[src/lwc_api_pkg.sv]
/*
 * External LWC API word format for a 32-bit PDI/DO bus.
 * Only encrypt and decrypt opcodes are recognised; any other opcode is ignored.
 * Segment length is the 16-bit byte count in the low half of a header word.
 */
`default_nettype none

package lwc_api_pkg;

    // One PDI or DO bus word
    typedef logic [31:0] lwc_word_t;

    // Instruction opcodes, top nibble of the instruction word
    typedef enum logic [3:0] {
        OP_ENC = 4'b0010,
        OP_DEC = 4'b0011
    } lwc_opcode_t;

    // Segment types, top nibble of a header or status word
    typedef enum logic [3:0] {
        SEG_PLAINTEXT  = 4'b0100,
        SEG_CIPHERTEXT = 4'b0101,
        SEG_STATUS_OK  = 4'b1110
    } lwc_seg_type_t;

    // Opcode and segment type share the same nibble
    localparam int OPCODE_MSB = 31;
    localparam int OPCODE_LSB = 28;

    // End-of-type flag inside a segment header
    localparam int HDR_EOT_BIT = 25;

    // Length field occupies bits HDR_LEN_BITS-1 down to 0
    localparam int HDR_LEN_BITS = 16;

    typedef logic [HDR_LEN_BITS-1:0] lwc_len_t;

    localparam int BYTES_PER_WORD = 4;

endpackage

`default_nettype wire

[src/lwc_wrapper_pkg.sv]
/*
 * Entry format passed from the PDI parser through the FIFO to the DO formatter.
 * A header entry carries the raw input header word; eot and length are taken from it.
 */
`default_nettype none

package lwc_wrapper_pkg;

    typedef enum logic [1:0] {
        KIND_HEADER = 2'd0,
        KIND_DATA   = 2'd1,
        KIND_END    = 2'd2
    } entry_kind_t;

    // Valid bytes in a data word, 1 to 4
    typedef logic [2:0] byte_cnt_t;

    localparam int ENTRY_BITS = 40;

    // Field order from the top; spare is always zero
    typedef struct packed {
        logic        spare;
        entry_kind_t kind;
        logic        dec;
        byte_cnt_t   cnt;
        logic        seg_last;
        logic [31:0] word;
    } lwc_entry_t;

endpackage

`default_nettype wire

[src/lwc_pdi_parser.sv]
/*
 * Splits the PDI stream into tagged entries, at most one per accepted word.
 * Words with an unknown opcode are consumed while waiting for an instruction.
 * The PDI source must hold pdi_data steady while pdi_valid is high and not accepted.
 */
`default_nettype none

module lwc_pdi_parser
    import lwc_api_pkg::*;
    import lwc_wrapper_pkg::*;
(
    input  wire logic                  clk,
    input  wire logic                  rst,
    input  wire lwc_word_t             pdi_data,
    input  wire logic                  pdi_valid,
    output logic                       pdi_ready,
    output logic [ENTRY_BITS-1:0]      push_entry,
    output logic                       push_valid,
    input  wire logic                  push_ready
);

    typedef enum logic [1:0] {
        ST_INST,
        ST_HEADER,
        ST_DATA,
        ST_END
    } state_t;

    state_t      state;
    logic        dec_flag;
    logic        eot_flag;
    lwc_len_t    remain;

    lwc_opcode_t opcode;
    lwc_len_t    hdr_len;
    logic        hdr_eot;
    logic        last_word;
    logic        pdi_fire;
    lwc_entry_t  entry;

    assign opcode    = lwc_opcode_t'(pdi_data[OPCODE_MSB:OPCODE_LSB]);
    assign hdr_len   = pdi_data[HDR_LEN_BITS-1:0];
    assign hdr_eot   = pdi_data[HDR_EOT_BIT];
    assign last_word = (remain <= lwc_len_t'(BYTES_PER_WORD));
    assign pdi_fire  = pdi_valid && pdi_ready;

    always_comb begin
        entry      = '0;
        entry.dec  = dec_flag;
        entry.word = pdi_data;
        push_valid = 1'b0;
        pdi_ready  = 1'b0;
        case (state)
            ST_INST: begin
                pdi_ready = push_ready;
            end
            ST_HEADER: begin
                pdi_ready  = push_ready;
                push_valid = pdi_valid;
                entry.kind = KIND_HEADER;
            end
            ST_DATA: begin
                pdi_ready      = push_ready;
                push_valid     = pdi_valid;
                entry.kind     = KIND_DATA;
                entry.seg_last = last_word;
                if (last_word) begin
                    entry.cnt = byte_cnt_t'(remain);
                end else begin
                    entry.cnt = byte_cnt_t'(BYTES_PER_WORD);
                end
            end
            default: begin
                // Status marker, no PDI word taken
                push_valid = 1'b1;
                entry.kind = KIND_END;
                entry.word = '0;
            end
        endcase
    end

    assign push_entry = entry;

    always_ff @(posedge clk) begin
        if (rst) begin
            state    <= ST_INST;
            dec_flag <= 1'b0;
            eot_flag <= 1'b0;
            remain   <= '0;
        end else begin
            case (state)
                ST_INST: begin
                    if (pdi_fire && (opcode == OP_ENC || opcode == OP_DEC)) begin
                        dec_flag <= (opcode == OP_DEC);
                        state    <= ST_HEADER;
                    end
                end
                ST_HEADER: begin
                    if (pdi_fire) begin
                        remain   <= hdr_len;
                        eot_flag <= hdr_eot;
                        if (hdr_len != '0) begin
                            state <= ST_DATA;
                        end else if (hdr_eot) begin
                            state <= ST_END;
                        end
                    end
                end
                ST_DATA: begin
                    if (pdi_fire) begin
                        if (last_word) begin
                            remain <= '0;
                            state  <= eot_flag ? ST_END : ST_HEADER;
                        end else begin
                            remain <= remain - lwc_len_t'(BYTES_PER_WORD);
                        end
                    end
                end
                default: begin
                    if (push_ready) begin
                        state <= ST_INST;
                    end
                end
            endcase
        end
    end

    // An offered entry must wait unchanged for the FIFO
    a_push_hold: assert property (@(posedge clk) disable iff (rst)
        push_valid && !push_ready |=> push_valid && $stable(push_entry))
        else $error("parser entry changed while stalled");

endmodule

`default_nettype wire

[src/lwc_entry_fifo.sv]
/*
 * Synchronous FIFO of parser entries, FIFO_DEPTH must be a power of two, 2 or more.
 * push_ready is registered and low during reset; pop_valid shows the head entry.
 */
`default_nettype none

module lwc_entry_fifo
    import lwc_wrapper_pkg::*;
#(
    parameter int FIFO_DEPTH = 8
) (
    input  wire logic                  clk,
    input  wire logic                  rst,
    input  wire logic [ENTRY_BITS-1:0] push_entry,
    input  wire logic                  push_valid,
    output logic                       push_ready,
    output logic [ENTRY_BITS-1:0]      pop_entry,
    output logic                       pop_valid,
    input  wire logic                  pop_ready
);

    localparam int AW = $clog2(FIFO_DEPTH);

    logic [ENTRY_BITS-1:0] mem [FIFO_DEPTH];
    logic [AW-1:0]         wr_ptr;
    logic [AW-1:0]         rd_ptr;
    logic [AW:0]           count;
    logic [AW:0]           count_next;
    logic                  do_push;
    logic                  do_pop;

    assign do_push    = push_valid && push_ready;
    assign do_pop     = pop_valid && pop_ready;
    assign count_next = count + (AW+1)'(do_push) - (AW+1)'(do_pop);

    always_ff @(posedge clk) begin
        if (rst) begin
            wr_ptr     <= '0;
            rd_ptr     <= '0;
            count      <= '0;
            push_ready <= 1'b0;
        end else begin
            count      <= count_next;
            push_ready <= (count_next != (AW+1)'(FIFO_DEPTH));
            if (do_push) begin
                wr_ptr <= AW'(wr_ptr + 1'b1);
            end
            if (do_pop) begin
                rd_ptr <= AW'(rd_ptr + 1'b1);
            end
        end
    end

    always_ff @(posedge clk) begin
        if (do_push) begin
            mem[wr_ptr] <= push_entry;
        end
    end

    assign pop_entry = mem[rd_ptr];
    assign pop_valid = (count != '0);

    a_count_max: assert property (@(posedge clk) disable iff (rst)
        count <= (AW+1)'(FIFO_DEPTH))
        else $error("entry FIFO overflow");

    // Pointers must still hold data whenever an entry leaves
    a_no_empty_pop: assert property (@(posedge clk) disable iff (rst)
        do_pop |-> (rd_ptr != wr_ptr) || (count == (AW+1)'(FIFO_DEPTH)))
        else $error("entry FIFO popped while empty");

endmodule

`default_nettype wire

[src/lwc_do_formatter.sv]
/*
 * Combinational DO word builder, no storage and no added latency.
 * do_valid follows the FIFO head, so do_data is only meaningful while do_valid is high.
 */
`default_nettype none

module lwc_do_formatter
    import lwc_api_pkg::*;
    import lwc_wrapper_pkg::*;
(
    input  wire logic [ENTRY_BITS-1:0] pop_entry,
    input  wire logic                  pop_valid,
    output logic                       pop_ready,
    output lwc_word_t                  do_data,
    output logic                       do_valid,
    input  wire logic                  do_ready,
    output logic                       do_last
);

    lwc_entry_t    ent;
    lwc_seg_type_t out_type;
    logic          hdr_eot;

    assign ent     = pop_entry;
    assign hdr_eot = ent.word[HDR_EOT_BIT];

    // Null cipher, so encrypt yields ciphertext and decrypt plaintext
    assign out_type = ent.dec ? SEG_PLAINTEXT : SEG_CIPHERTEXT;

    assign do_valid  = pop_valid;
    assign pop_ready = do_ready;

    always_comb begin
        do_data = '0;
        do_last = 1'b0;
        case (ent.kind)
            KIND_HEADER: begin
                do_data[OPCODE_MSB:OPCODE_LSB]  = out_type;
                do_data[27:24]                  = {2'b00, hdr_eot, ent.dec & hdr_eot};
                do_data[HDR_LEN_BITS-1:0]       = ent.word[HDR_LEN_BITS-1:0];
            end
            KIND_DATA: begin
                // Keep bytes from the top down, zero the unused tail
                for (int i = 0; i < BYTES_PER_WORD; i++) begin
                    if (i < int'(ent.cnt)) begin
                        do_data[31-8*i -: 8] = ent.word[31-8*i -: 8];
                    end
                end
            end
            KIND_END: begin
                do_data[OPCODE_MSB:OPCODE_LSB] = SEG_STATUS_OK;
                do_last                        = pop_valid;
            end
            default: begin
                do_data = '0;
            end
        endcase
    end

endmodule

`default_nettype wire

[src/lwc_null_wrapper.sv]
/*
 * LWC API framing wrapper around an identity cipher core, no SDI key bus.
 * Every ENC or DEC instruction ends in a success status word with do_last high.
 * FIFO_DEPTH must be a power of two, 2 or more.
 */
`default_nettype none

module lwc_null_wrapper
    import lwc_api_pkg::*;
    import lwc_wrapper_pkg::*;
#(
    parameter int FIFO_DEPTH = 8
) (
    input  wire logic      clk,
    input  wire logic      rst,
    input  wire lwc_word_t pdi_data,
    input  wire logic      pdi_valid,
    output logic           pdi_ready,
    output lwc_word_t      do_data,
    output logic           do_valid,
    input  wire logic      do_ready,
    output logic           do_last
);

    logic [ENTRY_BITS-1:0] push_entry;
    logic                  push_valid;
    logic                  push_ready;
    logic [ENTRY_BITS-1:0] pop_entry;
    logic                  pop_valid;
    logic                  pop_ready;

    lwc_pdi_parser u_parser (
        .clk        (clk),
        .rst        (rst),
        .pdi_data   (pdi_data),
        .pdi_valid  (pdi_valid),
        .pdi_ready  (pdi_ready),
        .push_entry (push_entry),
        .push_valid (push_valid),
        .push_ready (push_ready)
    );

    lwc_entry_fifo #(
        .FIFO_DEPTH (FIFO_DEPTH)
    ) u_fifo (
        .clk        (clk),
        .rst        (rst),
        .push_entry (push_entry),
        .push_valid (push_valid),
        .push_ready (push_ready),
        .pop_entry  (pop_entry),
        .pop_valid  (pop_valid),
        .pop_ready  (pop_ready)
    );

    lwc_do_formatter u_formatter (
        .pop_entry (pop_entry),
        .pop_valid (pop_valid),
        .pop_ready (pop_ready),
        .do_data   (do_data),
        .do_valid  (do_valid),
        .do_ready  (do_ready),
        .do_last   (do_last)
    );

    // DO word held across FIFO and formatter while the sink stalls
    a_do_stable: assert property (@(posedge clk) disable iff (rst)
        do_valid && !do_ready |=> do_valid && $stable(do_data) && $stable(do_last))
        else $error("DO output changed while stalled");

endmodule

`default_nettype wire

[config.mk]
export PLATFORM = sky130hd
export DESIGN_NAME = lwc_null_wrapper
export DESIGN_NICKNAME = d
export VERILOG_FILES = /design/src/lwc_api_pkg.sv /design/src/lwc_wrapper_pkg.sv /design/src/lwc_pdi_parser.sv /design/src/lwc_entry_fifo.sv /design/src/lwc_do_formatter.sv /design/src/lwc_null_wrapper.sv
export SDC_FILE = /design/constraint.sdc
export NUM_CORES = 1
export LEC_CHECK = 0
export BUFFER_PORTS_ARGS = -buffer_cell sky130_fd_sc_hd__buf_2
export CORE_MARGIN = 3
export CORE_UTILIZATION = 60
export DETAILED_ROUTE_END_ITERATION = 12
export PLACE_DENSITY = 0.88
export SYNTH_ARGS = -nofsm -noshare
export SYNTH_HDL_FRONTEND = slang
export SYNTH_SLANG_ARGS = --single-unit
[constraint.sdc]
create_clock -name clk -period 10.7 [get_ports clk]
set_input_delay 0.535 -clock clk [delete_from_list [all_inputs] [get_ports clk]]
set_output_delay 0.535 -clock clk [all_outputs]
set_load 0.05 [all_outputs]
==> out/results.ini <==
[outcome]
outcome = completed

[logic_synthesis]
syn_inst = 795
yosysMostFrequentCell = edfxtp_1
ys_seq_area_share_pct = 70.18
yosys-top-cells-count = edfxtp_1, mux4_2, nor2_1
ys_warn_count = 0
synthSimpleGateAreaFrac_pct = 6.553
netlist.area_leader.share_pct = 65.31
synthDistinctLibCells = 68
ys.flop_type = edfxtp_1
syn_nets = 847
synth_seq_cells = 338
synth_top_family_by_area = multiplexers
synth_xor_area_share_pct = 0.3760
synth.mux.area_fraction_pct = 14.97
yosysTopAreaCell = edfxtp_1
syn_area_mm2 = 0.01398
synth_compound_area_share_pct = 4.467
synth_edf_count = 304
yosys-top-cells-area = edfxtp_1, mux4_2, dfxtp_1, mux2i_1, nor2b_1
async_reset_ff_share_pct = 0
post_synth_fa_ha_maj_area_fraction_pct = 1.486
syn_area_per_cell_um2 = 17.58

[drt]
drt-total-wl_mm = 30.74
post_drt_wl_per_cell_um = 25.30
drt_iter0_markers = 850
via_count = 7709
route.detailed.drc = 0
firstDrtPassIters = 5
drt-vias-per-instance = 6.345
ant_nets = 0

[global_route]
antenna_found_initial = 1
overflow = 0
grt_usage_pct = 24.62
grt_pass1_wl_mm = 45.62
grt_max_degree = 55
grt_pass1_vias = 7774

[timing]
rsz0062_at_grt = false
setup_violations = 0
tns_ns = 0
slew_headroom_pct = 23.60
layout_setup_ws_ns = 6.373
final.setup_skew_ns = 0.01421
clock.fmax_mhz = 231.1
worst_pin_slew_ns = 1.134
drv_slew = 0
fin_crit_ns = 4.327
period_share_pct = 40.43
hold_viol_final = 0

[die]
ios = 71
core_mm2 = 0.02278
num_rows = 55
die_w_um = 158.6
start_util_pct = 61.36
die_area_mm2 = 0.02516
die_height_um = 158.6

[critical_path]
crit_required_ns = 10.17
crit_slowest_cell = buf_4
cpPeakStageDelay_ns = 0.70
crit_type = reg -> out
end_kind = output port
start_kind = flip-flop
arrival_ns = 3.79
cp_max_fo = 53
reg2reg_slack_ns = 7.60
cp_cell_sequence = buf_4, mux4_2, mux2i_1, o2111ai_1, o21ai_2, o21ai_0, buf_2

[power_and_ir_drop]
p_per_area_mw_per_mm2 = 232.7
total_power_mw = 3.690
leakagePower_nw = 5.191
peakVddDrop_v = 0.0001324

[final_layout]
fin_nets = 928
finalNonFillerCells = 1215
fin_area_mm2 = 0.01586
drive_above_1_share_pct = 25.94
areaGrowthSynthToFinish_pct = 13.44
diodes = 0

[worst_hold_path]
hold_class = in -> reg

[placement]
dp_hpwl_mm = 17.07
globalplace.congestion = 0.8854
port_buffers = 70
preCtsSetupSlack_ns = 6.934
place_area_mm2 = 0.01470
place_inst = 1153

[clock_network]
cts_setup_buffers = 0
clock_path_buffers = 3
cts_tree = done
clk_latency_ns = 0.51
htreeDepth = 2
hold_buffers = 0
clkSlewWorstSetupHoldPaths_ns = 0.06
cts.sinks = 338
cts.repair.resized = 0
cts_made_buffers = 34
cts-root-buf = clkbuf_16

[job]
max-cap-violations = 0

==> path summary, 6_finish.rpt <==
path | cells after the start | start | to
worst max register to register | 7 | u_parser.state[0] | u_fifo.mem[0][27]
worst max-delay path | 7 | flip-flop | do_data[31]
worst min-delay path | 3 | pdi_data[1] | u_parser.remain[1]
worst min register to register | 2 | u_parser.remain[14] | u_parser.remain[14]
==> metal layers <==
metal / GRT usage, % / vias up / routed length, um
met3: 4.349 / 72 / 2372
li1: - / 3325 / -
met1: 33.83 / 3898 / 12090
met2: 40.50 / 412 / 15370
met5: 0 / - / 22
met4: 8.644 / 2 / 885
==> layout by cell type (no fill, tap or decap), types with 5 or more instances in the layout <==
| master | instances |
|---|---|
| edfxtp_1 | 304 |
| mux4_2 | 75 |
| buf_2 | 70 |
| nor2_1 | 59 |
| nor2b_1 | 40 |
| mux2i_1 | 38 |
| clkbuf_16 | 37 |
| dfxtp_1 | 31 |
| inv_1 | 26 |
| nand2_1 | 19 |
| a21oi_1 | 15 |
| ha_1 | 14 |
| buf_4 | 12 |
| a32oi_1 | 11 |
| nand2b_1 | 9 |
| o21ai_0 | 8 |
| clkbuf_1 | 8 |
| o32ai_1 | 7 |
| nor4_1 | 7 |
| nor2_4 | 6 |
| nor3_1 | 5 |
| clkinv_1 | 5 |
==> stage by stage <==
step | utilization (%) | hold WS [ns]
after global routing | 69.61 | 0.3137
final | 69.61 | 0.3266
after detailed placement | 64.53 | 0.4753
after CTS | 69.61 | 0.3034
after global placement | 64.53 | 0.4635
after floorplan | - | 0.4499
==> worst max-delay path: cells and delay by family (launching register included) <==
family | cells | cell delay (ns)
compound gates | 3 | 0.86
buf+inv | 2 | 0.93
mux | 2 | 0.88
flops | 1 | 0.58
==> kinds of logic (layout without fill, tap and decap cells) <==
family	count (synthesis)	in the layout
XOR/XNOR	6	6
adder cells (fa/ha/maj)	16	16
multiplexers	115	115
AND/OR/NAND/NOR	175	175
flip-flops	338	338
buffers and inverters	63	170
AO/OA/AOI/OAI	82	82
==> registers in the layout, summed over array words and instances, names as in the netlist, named ones only <==
| signal | cells |
|---|---|
| u_fifo.mem | 304 |
| u_parser.remain | 16 |
| u_fifo.count | 4 |
| u_fifo.rd_ptr | 3 |
| u_fifo.wr_ptr | 3 |
| u_parser.state | 2 |
| u_fifo.push_ready | 1 |
| u_parser.dec_flag | 1 |
| u_parser.eot_flag | 1 |
==> cell type report <==
| type | instances | area (um2) |
|---|---|---|
| well taps | 313 | 391.6 |
| repair buffers | 82 | 440.4 |
| flip-flops and latches | 338 | 9818 |
| fillers | 1362 | 6923 |
| inverters | 26 | 97.59 |
| multi-input cells | 394 | 3950 |
| clock buffers | 47 | 983.4 |
| clock inverters | 15 | 173.9 |
==> where the power goes <==
part / internal, mW / switching [mW] / total (mW)
Clock: 0.741 / 0.471 / 1.21
Sequential: 1.48 / 0.0718 / 1.55
Combinational: 0.357 / 0.572 / 0.929
Total: 2.57 / 1.12 / 3.69
No activity file was read; power rests on OpenSTA's default activity.
